==> config.mk <==
export PLATFORM = sky130hd
export DESIGN_NAME = rvfi_check_top
export DESIGN_NICKNAME = d
export VERILOG_FILES = /design/src/verilog/rvfi_check_pkg.sv /design/src/verilog/rvfi_if.sv /design/src/verilog/insn_decoder.sv /design/src/verilog/shadow_regfile.sv /design/src/verilog/retire_checker.sv /design/src/verilog/monitor_regs.sv /design/src/verilog/rvfi_check_top.sv
export SDC_FILE = /design/constraint.sdc
export NUM_CORES = 2
export LEC_CHECK = 0
export BUFFER_PORTS_ARGS = -buffer_cell sky130_fd_sc_hd__buf_2
export CAP_MARGIN = 30
export CORE_MARGIN = 10
export CORE_UTILIZATION = 30
export CTS_CLUSTER_SIZE = 14
export DETAILED_ROUTE_END_ITERATION = 6
export PLACE_DENSITY = 0.43
export SLEW_MARGIN = 20
export SYNTH_ARGS = -nofsm -noshare
export SYNTH_HDL_FRONTEND = slang
export SYNTH_SLANG_ARGS = --single-unit
==> constraint.sdc <==
create_clock -name clk -period 9.9 [get_ports clk]
set_input_delay 0.99 -clock clk [delete_from_list [all_inputs] [get_ports clk]]
set_output_delay 0.99 -clock clk [all_outputs]
set_load 0.02 [all_outputs]
==> src/verilog/rvfi_check_pkg.sv <==
// ##########################################################
// widths, opcodes, decode and result types of the checker
// ##########################################################

package rvfi_check_pkg;

	localparam int xlen_w     = 32;
	localparam int reg_addr_w = 5;
	localparam int num_regs   = 32;
	localparam int chk_w      = 7;
	// byte address of the register block
	localparam int apb_addr_w = 8;

	// rv32i major opcodes that the checker knows
	typedef enum logic [6:0] {
		op_lui    = 7'b01_101_11,
		op_auipc  = 7'b00_101_11,
		op_jal    = 7'b11_011_11,
		op_jalr   = 7'b11_001_11,
		op_branch = 7'b11_000_11,
		op_load   = 7'b00_000_11,
		op_store  = 7'b01_000_11,
		op_alu    = 7'b01_100_11,
		op_alu_imm = 7'b00_100_11,
		op_system = 7'b11_100_11
	} opcode_e;

	typedef enum logic [3:0] {
		class_lui,
		class_auipc,
		class_jal,
		class_jalr,
		class_branch,
		class_load,
		class_store,
		class_alu,
		class_alu_imm,
		class_csr,
		class_illegal
	} insn_class_e;

	typedef struct packed {
		insn_class_e             insn_class;
		logic                    rs1_used;
		logic                    rs2_used;
		logic                    rd_used;
		logic [xlen_w-1:0]       imm;
		logic [reg_addr_w-1:0]   rs1_field;
		logic [reg_addr_w-1:0]   rs2_field;
		logic [reg_addr_w-1:0]   rd_field;
	} decode_t;

	// bit positions in the mismatch vector
	typedef enum logic [2:0] {
		chk_pc_seq   = 3'd0,
		chk_pc_next  = 3'd1,
		chk_rs_addr  = 3'd2,
		chk_rs_data  = 3'd3,
		chk_rd_addr  = 3'd4,
		chk_mem_addr = 3'd5,
		chk_illegal  = 3'd6
	} chk_bit_e;

	typedef struct packed {
		logic              valid;
		logic [chk_w-1:0]  mismatch;
		logic [xlen_w-1:0] pc;
	} check_result_t;

	// apb word offsets
	typedef enum logic [apb_addr_w-1:0] {
		reg_ctrl    = 8'h00,
		reg_status  = 8'h04,
		reg_retired = 8'h08,
		reg_errors  = 8'h0C,
		reg_bad_pc  = 8'h10
	} reg_addr_e;

endpackage

==> src/verilog/rvfi_if.sv <==
// ##########################################################
// one rvfi retire beat, core side to checker
// ##########################################################

`timescale 1ns/1ns

interface rvfi_if;
	import rvfi_check_pkg::*;

	logic                  valid;
	logic [xlen_w-1:0]     insn;
	logic                  trap;
	logic [xlen_w-1:0]     pc_rdata;
	logic [xlen_w-1:0]     pc_wdata;
	logic [reg_addr_w-1:0] rs1_addr;
	logic [reg_addr_w-1:0] rs2_addr;
	logic [xlen_w-1:0]     rs1_rdata;
	logic [xlen_w-1:0]     rs2_rdata;
	logic [reg_addr_w-1:0] rd_addr;
	logic [xlen_w-1:0]     rd_wdata;
	logic [xlen_w-1:0]     mem_addr;

	// no ready, a beat is taken whenever valid is high
	modport src (output valid, insn, trap, pc_rdata, pc_wdata, rs1_addr, rs2_addr,
		rs1_rdata, rs2_rdata, rd_addr, rd_wdata, mem_addr);
	modport mon (input valid, insn, trap, pc_rdata, pc_wdata, rs1_addr, rs2_addr,
		rs1_rdata, rs2_rdata, rd_addr, rd_wdata, mem_addr);

endinterface

==> src/verilog/insn_decoder.sv <==
// ##########################################################
// rv32i decode into class, operand use and immediate
// ##########################################################

`timescale 1ns/1ns

module insn_decoder (
	input  logic [rvfi_check_pkg::xlen_w-1:0] insn,
	output rvfi_check_pkg::decode_t           dec
);
	import rvfi_check_pkg::*;

	opcode_e           opcode;
	logic [2:0]        funct3;
	logic [6:0]        funct7;
	logic [xlen_w-1:0] imm_i;
	logic [xlen_w-1:0] imm_s;
	logic [xlen_w-1:0] imm_b;
	logic [xlen_w-1:0] imm_u;
	logic [xlen_w-1:0] imm_j;
	logic              alu_ok;
	logic              alu_imm_ok;
	logic              csr_ok;

	assign opcode = opcode_e'(insn[6:0]);
	assign funct3 = insn[14:12];
	assign funct7 = insn[31:25];

	// immediates per format, all sign extended from bit 31
	assign imm_i = {{20{insn[31]}}, insn[31:20]};
	assign imm_s = {{20{insn[31]}}, insn[31:25], insn[11:7]};
	assign imm_b = {{20{insn[31]}}, insn[7], insn[30:25], insn[11:8], 1'b0};
	assign imm_u = {insn[31:12], 12'b0};
	assign imm_j = {{12{insn[31]}}, insn[19:12], insn[20], insn[30:21], 1'b0};

	// funct7 0100000 only for sub and sra
	assign alu_ok = (funct7 == 7'b0000000)
		|| ((funct7 == 7'b0100000) && ((funct3 == 3'b000) || (funct3 == 3'b101)));

	// shift immediates carry funct7 in the top bits
	assign alu_imm_ok = (funct3 == 3'b001) ? (funct7 == 7'b0000000)
		: (funct3 == 3'b101) ? ((funct7 == 7'b0000000) || (funct7 == 7'b0100000))
		: 1'b1;

	// counter reads only, cycle time instret low and high halves
	assign csr_ok = (insn[19:15] == 5'd0) && (funct3 == 3'b010)
		&& ((insn[31:20] == 12'hC00) || (insn[31:20] == 12'hC01)
		|| (insn[31:20] == 12'hC02) || (insn[31:20] == 12'hC80)
		|| (insn[31:20] == 12'hC81) || (insn[31:20] == 12'hC82));

	always_comb begin
		dec = '0;
		dec.insn_class = class_illegal;
		dec.rs1_field = insn[19:15];
		dec.rs2_field = insn[24:20];
		dec.rd_field = insn[11:7];
		// use flags stay low for anything illegal
		case (opcode)
			op_lui: begin
				dec.insn_class = class_lui;
				dec.rd_used = 1'b1;
				dec.imm = imm_u;
			end
			op_auipc: begin
				dec.insn_class = class_auipc;
				dec.rd_used = 1'b1;
				dec.imm = imm_u;
			end
			op_jal: begin
				dec.insn_class = class_jal;
				dec.rd_used = 1'b1;
				dec.imm = imm_j;
			end
			op_jalr: begin
				if (funct3 == 3'b000) begin
					dec.insn_class = class_jalr;
					dec.rs1_used = 1'b1;
					dec.rd_used = 1'b1;
					dec.imm = imm_i;
				end
			end
			op_branch: begin
				// 010 and 011 are not branch conditions
				if ((funct3 != 3'b010) && (funct3 != 3'b011)) begin
					dec.insn_class = class_branch;
					dec.rs1_used = 1'b1;
					dec.rs2_used = 1'b1;
					dec.imm = imm_b;
				end
			end
			op_load: begin
				if ((funct3 != 3'b011) && (funct3 != 3'b110) && (funct3 != 3'b111)) begin
					dec.insn_class = class_load;
					dec.rs1_used = 1'b1;
					dec.rd_used = 1'b1;
					dec.imm = imm_i;
				end
			end
			op_store: begin
				// sb sh sw
				if (funct3 <= 3'b010) begin
					dec.insn_class = class_store;
					dec.rs1_used = 1'b1;
					dec.rs2_used = 1'b1;
					dec.imm = imm_s;
				end
			end
			op_alu: begin
				if (alu_ok) begin
					dec.insn_class = class_alu;
					dec.rs1_used = 1'b1;
					dec.rs2_used = 1'b1;
					dec.rd_used = 1'b1;
				end
			end
			op_alu_imm: begin
				if (alu_imm_ok) begin
					dec.insn_class = class_alu_imm;
					dec.rs1_used = 1'b1;
					dec.rd_used = 1'b1;
					dec.imm = imm_i;
				end
			end
			op_system: begin
				if (csr_ok) begin
					dec.insn_class = class_csr;
					dec.rd_used = 1'b1;
				end
			end
			default: begin
				dec.insn_class = class_illegal;
			end
		endcase
	end

endmodule

==> src/verilog/shadow_regfile.sv <==
// ##########################################################
// shadow register file with a known flag per register
// ##########################################################

`timescale 1ns/1ns

module shadow_regfile #(
	parameter logic [rvfi_check_pkg::xlen_w-1:0] stack_addr = 32'h0001_0000
) (
	input  logic                                  clk,
	input  logic                                  reset,
	input  logic [rvfi_check_pkg::reg_addr_w-1:0] rs1_addr,
	input  logic [rvfi_check_pkg::reg_addr_w-1:0] rs2_addr,
	output logic [rvfi_check_pkg::xlen_w-1:0]     rs1_data,
	output logic                                  rs1_known,
	output logic [rvfi_check_pkg::xlen_w-1:0]     rs2_data,
	output logic                                  rs2_known,
	input  logic                                  wr_en,
	input  logic [rvfi_check_pkg::reg_addr_w-1:0] wr_addr,
	input  logic [rvfi_check_pkg::xlen_w-1:0]     wr_data
);
	import rvfi_check_pkg::*;

	logic [xlen_w-1:0]   regs [num_regs];
	logic [num_regs-1:0] known;
	logic                wr_live;

	// x0 is hardwired, never written
	assign wr_live = wr_en && (wr_addr != '0);

	// only x0 and the stack pointer are defined out of reset
	always_ff @(posedge clk) begin
		if (reset) begin
			known <= num_regs'(32'b101);
		end else if (wr_live) begin
			known[wr_addr] <= 1'b1;
		end
	end

	always_ff @(posedge clk) begin
		if (reset) begin
			regs[2] <= stack_addr;
		end else if (wr_live) begin
			regs[wr_addr] <= wr_data;
		end
	end

	// x0 reads as zero
	assign rs1_data = (rs1_addr == '0) ? '0 : regs[rs1_addr];
	assign rs2_data = (rs2_addr == '0) ? '0 : regs[rs2_addr];
	assign rs1_known = known[rs1_addr];
	assign rs2_known = known[rs2_addr];

endmodule

==> src/verilog/retire_checker.sv <==
// ##########################################################
// per beat comparison against expected pc and shadow state
// ##########################################################

`timescale 1ns/1ns

module retire_checker #(
	parameter logic [rvfi_check_pkg::xlen_w-1:0] reset_pc   = 32'h0001_0000,
	parameter logic [rvfi_check_pkg::xlen_w-1:0] stack_addr = 32'h0001_0000
) (
	input  logic                          clk,
	input  logic                          reset,
	rvfi_if.mon                           rvfi,
	output rvfi_check_pkg::check_result_t result
);
	import rvfi_check_pkg::*;

	decode_t           dec;
	logic [xlen_w-1:0] exp_pc;
	logic [xlen_w-1:0] rs1_data;
	logic [xlen_w-1:0] rs2_data;
	logic              rs1_known;
	logic              rs2_known;
	logic [xlen_w-1:0] pc_plus4;
	logic [xlen_w-1:0] pc_plus_imm;
	logic [xlen_w-1:0] rs1_plus_imm;
	logic              pc_next_bad;
	logic [chk_w-1:0]  mismatch;
	logic              result_valid;
	logic [chk_w-1:0]  result_mismatch;
	logic [xlen_w-1:0] result_pc;

	insn_decoder u_dec (
		.insn (rvfi.insn),
		.dec  (dec)
	);

	// reads by the insn fields, writes from rvfi rd
	shadow_regfile #(
		.stack_addr (stack_addr)
	) u_shadow (
		.clk       (clk),
		.reset     (reset),
		.rs1_addr  (dec.rs1_field),
		.rs2_addr  (dec.rs2_field),
		.rs1_data  (rs1_data),
		.rs1_known (rs1_known),
		.rs2_data  (rs2_data),
		.rs2_known (rs2_known),
		.wr_en     (rvfi.valid && (rvfi.rd_addr != '0)),
		.wr_addr   (rvfi.rd_addr),
		.wr_data   (rvfi.rd_wdata)
	);

	assign pc_plus4 = rvfi.pc_rdata + 32'd4;
	assign pc_plus_imm = rvfi.pc_rdata + dec.imm;
	// jalr target and load/store address share this sum
	assign rs1_plus_imm = rs1_data + dec.imm;

	// branch outcome is unknown so either successor passes
	always_comb begin
		case (dec.insn_class)
			class_jal: pc_next_bad = rvfi.pc_wdata != pc_plus_imm;
			class_jalr: pc_next_bad = rs1_known
				&& (rvfi.pc_wdata != {rs1_plus_imm[xlen_w-1:1], 1'b0});
			class_branch: pc_next_bad = (rvfi.pc_wdata != pc_plus4)
				&& (rvfi.pc_wdata != pc_plus_imm);
			default: pc_next_bad = rvfi.pc_wdata != pc_plus4;
		endcase
	end

	always_comb begin
		mismatch = '0;
		if (rvfi.valid) begin
			// a trap redirects the pc, skip both pc checks
			if (!rvfi.trap) begin
				mismatch[chk_pc_seq] = rvfi.pc_rdata != exp_pc;
				mismatch[chk_pc_next] = pc_next_bad;
			end
			mismatch[chk_rs_addr] = (dec.rs1_used && (rvfi.rs1_addr != dec.rs1_field))
				|| (dec.rs2_used && (rvfi.rs2_addr != dec.rs2_field));
			// data only compared once the address agrees
			mismatch[chk_rs_data] = (dec.rs1_used && (rvfi.rs1_addr == dec.rs1_field)
				&& rs1_known && (rvfi.rs1_rdata != rs1_data))
				|| (dec.rs2_used && (rvfi.rs2_addr == dec.rs2_field)
				&& rs2_known && (rvfi.rs2_rdata != rs2_data));
			mismatch[chk_rd_addr] = (dec.rd_used && (dec.rd_field != '0)
				&& (dec.rd_field != rvfi.rd_addr))
				|| (!dec.rd_used && (rvfi.rd_addr != '0));
			mismatch[chk_mem_addr] = ((dec.insn_class == class_load)
				|| (dec.insn_class == class_store))
				&& rs1_known && (rvfi.mem_addr != rs1_plus_imm);
			mismatch[chk_illegal] = (dec.insn_class == class_illegal) && !rvfi.trap;
		end
	end

	// expected pc follows the reported successor
	always_ff @(posedge clk) begin
		if (reset) begin
			exp_pc <= reset_pc;
			result_valid <= 1'b0;
		end else begin
			result_valid <= rvfi.valid;
			if (rvfi.valid) begin
				exp_pc <= rvfi.pc_wdata;
			end
		end
	end

	always_ff @(posedge clk) begin
		result_mismatch <= mismatch;
		result_pc <= rvfi.pc_rdata;
	end

	assign result = '{valid: result_valid, mismatch: result_mismatch, pc: result_pc};

endmodule

==> src/verilog/monitor_regs.sv <==
// ##########################################################
// apb status block with mask, sticky bits, counters and irq
// ##########################################################

`timescale 1ns/1ns

module monitor_regs (
	input  logic                                  clk,
	input  logic                                  reset,
	input  logic                                  psel,
	input  logic                                  penable,
	input  logic                                  pwrite,
	input  logic [rvfi_check_pkg::apb_addr_w-1:0] paddr,
	input  logic [rvfi_check_pkg::xlen_w-1:0]     pwdata,
	output logic [rvfi_check_pkg::xlen_w-1:0]     prdata,
	output logic                                  pready,
	output logic                                  pslverr,
	input  rvfi_check_pkg::check_result_t         result,
	output logic                                  mismatch_irq
);
	import rvfi_check_pkg::*;

	// interrupt enable position in ctrl
	localparam int irq_en_bit = 8;

	logic              wr_en;
	logic              mapped;
	logic [chk_w-1:0]  mask;
	logic              irq_en;
	logic [chk_w-1:0]  status;
	logic [chk_w-1:0]  set_bits;
	logic [chk_w-1:0]  clr_bits;
	logic [xlen_w-1:0] retired;
	logic [xlen_w-1:0] errors;
	logic [xlen_w-1:0] bad_pc;

	// access phase only, no wait states
	assign wr_en = psel && penable && pwrite;
	assign pready = 1'b1;
	assign pslverr = psel && penable && !mapped;

	assign set_bits = result.valid ? (result.mismatch & mask) : '0;
	// write one to clear
	assign clr_bits = (wr_en && (paddr == reg_status)) ? pwdata[chk_w-1:0] : '0;

	always_ff @(posedge clk) begin
		if (reset) begin
			mask <= '1;
			irq_en <= 1'b0;
		end else if (wr_en && (paddr == reg_ctrl)) begin
			mask <= pwdata[chk_w-1:0];
			irq_en <= pwdata[irq_en_bit];
		end
	end

	// a new mismatch wins over a clear in the same cycle
	always_ff @(posedge clk) begin
		if (reset) begin
			status <= '0;
			retired <= '0;
			errors <= '0;
			bad_pc <= '0;
		end else begin
			status <= (status & ~clr_bits) | set_bits;
			if (result.valid) begin
				retired <= retired + 1'b1;
			end
			if (|set_bits) begin
				errors <= errors + 1'b1;
				bad_pc <= result.pc;
			end
		end
	end

	// read mux, unmapped offsets read zero
	always_comb begin
		prdata = '0;
		mapped = 1'b1;
		case (reg_addr_e'(paddr))
			reg_ctrl: begin
				prdata[chk_w-1:0] = mask;
				prdata[irq_en_bit] = irq_en;
			end
			reg_status: prdata[chk_w-1:0] = status;
			reg_retired: prdata = retired;
			reg_errors: prdata = errors;
			reg_bad_pc: prdata = bad_pc;
			default: mapped = 1'b0;
		endcase
	end

	assign mismatch_irq = irq_en && (|status);

endmodule

==> src/verilog/rvfi_check_top.sv <==
// ##########################################################
// top level joining rvfi ports, checker and apb registers
// ##########################################################

`timescale 1ns/1ns

module rvfi_check_top #(
	parameter logic [rvfi_check_pkg::xlen_w-1:0] reset_pc   = 32'h0001_0000,
	parameter logic [rvfi_check_pkg::xlen_w-1:0] stack_addr = 32'h0001_0000
) (
	input  logic                                  clk,
	input  logic                                  reset,
	input  logic                                  rvfi_valid,
	input  logic [rvfi_check_pkg::xlen_w-1:0]     rvfi_insn,
	input  logic                                  rvfi_trap,
	input  logic [rvfi_check_pkg::xlen_w-1:0]     rvfi_pc_rdata,
	input  logic [rvfi_check_pkg::xlen_w-1:0]     rvfi_pc_wdata,
	input  logic [rvfi_check_pkg::reg_addr_w-1:0] rvfi_rs1_addr,
	input  logic [rvfi_check_pkg::reg_addr_w-1:0] rvfi_rs2_addr,
	input  logic [rvfi_check_pkg::xlen_w-1:0]     rvfi_rs1_rdata,
	input  logic [rvfi_check_pkg::xlen_w-1:0]     rvfi_rs2_rdata,
	input  logic [rvfi_check_pkg::reg_addr_w-1:0] rvfi_rd_addr,
	input  logic [rvfi_check_pkg::xlen_w-1:0]     rvfi_rd_wdata,
	input  logic [rvfi_check_pkg::xlen_w-1:0]     rvfi_mem_addr,
	input  logic                                  psel,
	input  logic                                  penable,
	input  logic                                  pwrite,
	input  logic [rvfi_check_pkg::apb_addr_w-1:0] paddr,
	input  logic [rvfi_check_pkg::xlen_w-1:0]     pwdata,
	output logic [rvfi_check_pkg::xlen_w-1:0]     prdata,
	output logic                                  pready,
	output logic                                  pslverr,
	output logic                                  mismatch_irq
);
	import rvfi_check_pkg::*;

	check_result_t check_result;

	rvfi_if u_rvfi ();

	// source side of the retire beat
	assign u_rvfi.valid = rvfi_valid;
	assign u_rvfi.insn = rvfi_insn;
	assign u_rvfi.trap = rvfi_trap;
	assign u_rvfi.pc_rdata = rvfi_pc_rdata;
	assign u_rvfi.pc_wdata = rvfi_pc_wdata;
	assign u_rvfi.rs1_addr = rvfi_rs1_addr;
	assign u_rvfi.rs2_addr = rvfi_rs2_addr;
	assign u_rvfi.rs1_rdata = rvfi_rs1_rdata;
	assign u_rvfi.rs2_rdata = rvfi_rs2_rdata;
	assign u_rvfi.rd_addr = rvfi_rd_addr;
	assign u_rvfi.rd_wdata = rvfi_rd_wdata;
	assign u_rvfi.mem_addr = rvfi_mem_addr;

	retire_checker #(
		.reset_pc   (reset_pc),
		.stack_addr (stack_addr)
	) u_checker (
		.clk    (clk),
		.reset  (reset),
		.rvfi   (u_rvfi.mon),
		.result (check_result)
	);

	// results land here one cycle after the beat
	monitor_regs u_regs (
		.clk          (clk),
		.reset        (reset),
		.psel         (psel),
		.penable      (penable),
		.pwrite       (pwrite),
		.paddr        (paddr),
		.pwdata       (pwdata),
		.prdata       (prdata),
		.pready       (pready),
		.pslverr      (pslverr),
		.result       (check_result),
		.mismatch_irq (mismatch_irq)
	);

endmodule

==> summary.txt <==
TritonCTS clock tree -> done
# IOs -> 321
most frequent cells in the layout -> edfxtp_1 (1024), mux4_2 (524), nand2_1 (288), buf_2 (288), nor2_1 (275)
Synth Area in XOR/XNOR -> 4.652%
Post-CTS Setup Inserts -> 0
Max Transition Viols Final -> 0
CTS H-Tree Depth -> 4
WP data arrival -> 8340 ps
CP Class -> input pin to flip-flop
status -> finished clean
multiplexer share of the synthesized area -> 22.17%
WHS Path Cells -> 1
setup tns final -> 0 ps
Final setup viols -> 0
total power density per cell area -> 161.9 nW/um^2
largest net degree at the start of global routing -> 102
Core Rows -> 174
NetSw -> 3.286 mW
critical path peak fanout -> 51
Pleak -> 24.39 nW
Worst-Skew Late Latency -> 820 ps
minimum clock period -> 7694 ps
Clock Path Buffers -> 3
Synth Area in Simple Gates -> 9.090%
layout net count -> 5550
final WL -> 275400 um
Starting DRT DRC Count -> 4589
fin area -> 78310 um^2
Design Power -> 12.68 mW
clock power share -> 42.5%
fill cell count -> 21760
MaxCap Viol Count -> 0
achievable frequency -> 130.0 MHz
RePlAce Congestion -> 0.8975
ys async rst share -> 0%
Die W -> 494.5 um
FF-to-FF setup slack -> 3130 ps
RSZ-0062 raised after global routing -> false
final hold viol count -> 0
VDD IR max -> 131.9 uV
Clock Pin Slew Worst Setup and Hold Paths -> 60 ps
Sink Count -> 1239
Synth Area in Compound Gates -> 8.729%
first-pass GRT wire length -> 379700 um
fin crit share -> 77.72%
Comb power frac -> 12.3%
Syn-to-layout area delta -> 15.92%
Synth Warn # -> 0
Initial Utilization -> 30.10%
Clock Tree Root -> clkbuf_16
TritonCTS buffer count -> 149
Sw Share -> 25.91%
critical path capture point type -> flip-flop
WL/cell -> 33.01 um
mapped cell area -> 67560 um^2
ranking of synthesized cells by area -> edfxtp_1 (46%), mux4_2 (17%), dfxtp_1 (6.4%)
CP Launch Type -> input pin
WP data required -> 10550 ps
layout cells sized above 1 -> 25.39%
sequential share of power -> 45.2%
Synth Area in Adders -> 0.8038%
Post-DP Area -> 73280 um^2
FF+latch area -> 35050 um^2
Seq cells post-synth -> 1239
Routed Antenna Nets -> 0
Rel. slew slack -> 24.90%
Die Area -> 244600 um^2
final setup skew -> 54.74 ps
Port Buf Inserts -> 295
Avg Cell Area, Syn -> 13.73 um^2
cts repair resizes -> 0
dominant cell type by area after synthesis -> edfxtp_1
global-route usage over all layers -> 21.81%
area share of the largest cell type after synthesis -> 45.52%
Remaining DRCs -> 0
DP HPWL -> 186100 um
sequential cell area fraction in the yosys report -> 51.89%
cell count after synthesis -> 4920
vias in the first global route -> 47700
Worst-Margin Slew -> 1124 ps
Post-CTS Hold Fix Bufs -> 0
DR pass1 iterations -> 5
Synth Flop Type -> edfxtp_1
most common cell after layout, fill and taps aside -> edfxtp_1
Yosys cell types -> 118
routed vias -> 47460
number of synthesized flops with an enable pin -> 1024
Core Region -> 224500 um^2
largest family of logic cells by synthesized area -> multiplexers
total gr overflow -> 0
die height -> 494.5 um
routed vias/inst -> 5.688
antenna violations before repair -> 24
Hold/Removal Path Class -> input pin to flip-flop
area occupied by multi-input gates -> 31180 um^2
Pint -> 9.395 mW
Worst Reg2Reg Path Length in Cells -> 20
==> through the flow <==
stage	setup slack, ps	utilization, %	hold WS (ps)	std cells
global route	2165	34.89	363.2	8341
floorplan	2392	-	421.8	4951
finish	2206	34.89	399.8	8345
CTS	2448	34.77	354.0	8320
global placement	1588	32.46	428.4	8030
detailed placement	1644	32.65	427.7	8056
==> critical path, cell delays in order <==
cell,delay [ps]
buf_8,410
buf_4,570
nor2b_2,590
a22oi_1,140
nand3_1,100
and3_1,680
inv_1,310
ha_1,440
a21o_1,250
a21o_1,200
a21oi_1,340
nor2_1,80
o311ai_0,840
o311ai_0,280
nor4b_1,290
and4_1,290
o2111a_1,210
nand4_1,80
nor4_1,420
nand2_1,180
nor4_1,280
a2bb2oi_1,100
==> cells by family (layout without fill, tap and decap cells) <==
group / after synthesis / after routing
AOI/OAI and AO/OA: 838 / 838
xor gates and xnor gates: 344 / 344
adders and majority gates: 47 / 47
buffers and inverters: 414 / 811
DFF: 1239 / 1239
muxes: 821 / 821
other: 2 / 38
and+or+nand+nor: 1215 / 1215
==> metal layers <==
layer  GRT usage, %  vias up  part of all wire, %
li1               -    20280                    -
met5              0        -                0.017
met3          3.865      364                  6.2
met2          36.90     1806                   49
met4          7.299        8                  3.7
met1          28.16    25000                   41
==> power groups by stage <==
| stage | registers [mW] | logic, mW | clock network, mW |
|---|---|---|---|
| global route | 5.74 | 1.64 | 5.72 |
| floorplan | 5.83 | 0.931 | 0 |
| finish | 5.74 | 1.55 | 5.39 |
| CTS | 5.74 | 1.55 | 5.50 |
| global placement | 5.85 | 1.53 | 0 |
| detailed placement | 5.85 | 1.54 | 0 |
==> worst paths after layout <==
| check | end | start |
|---|---|---|
| max | u_checker.result_mismatch[1]$_SDFF_PP0_ | rvfi_insn[15] |
| min | u_checker.result_pc[31]$_DFF_P_ | rvfi_pc_rdata[31] |
| max reg2reg | u_checker.result_mismatch[1]$_SDFF_PP0_ | u_checker.u_shadow.regs[13][17]$_DFFE_PP_ |
| min reg2reg | u_regs.bad_pc[23]$_SDFFE_PP0P_ | u_checker.result_pc[23]$_DFF_P_ |
==> synth_stat cells (73+ instances only) <==
| cell type | instances |
|---|---|
| nand3_1 | 124 |
| dfxtp_1 | 215 |
| a22oi_1 | 107 |
| mux2i_1 | 242 |
| buf_1 | 75 |
| xor2_1 | 130 |
| o21ai_0 | 171 |
| edfxtp_1 | 1024 |
| nand2_1 | 288 |
| mux4_2 | 524 |
| clkbuf_1 | 198 |
| inv_1 | 73 |
| a21oi_1 | 143 |
| xnor2_1 | 204 |
| nor2_1 | 310 |
==> sequential cells by signal, summed over array words and instances (netlist names), 7 cells and up <==
signal	cells
u_regs.bad_pc	32
u_checker.result_mismatch	7
u_checker.exp_pc	32
u_regs.status	7
u_checker.u_shadow.regs	1024
u_regs.errors	32
u_regs.mask	7
u_checker.result_pc	32
u_regs.retired	32
u_checker.u_shadow.known	32
==> layout make-up <==
class	count	share of cell area, %
inverters	74	0.3547
repair buffers	473	4.195
multi-input cells	3298	39.81
diodes	5	0.01598
clock buffers	207	5.280
clock inverters	57	0.8020
well taps	2992	4.780
flip-flops and latches	1239	44.76
Power figures use the tool's default switching activity.
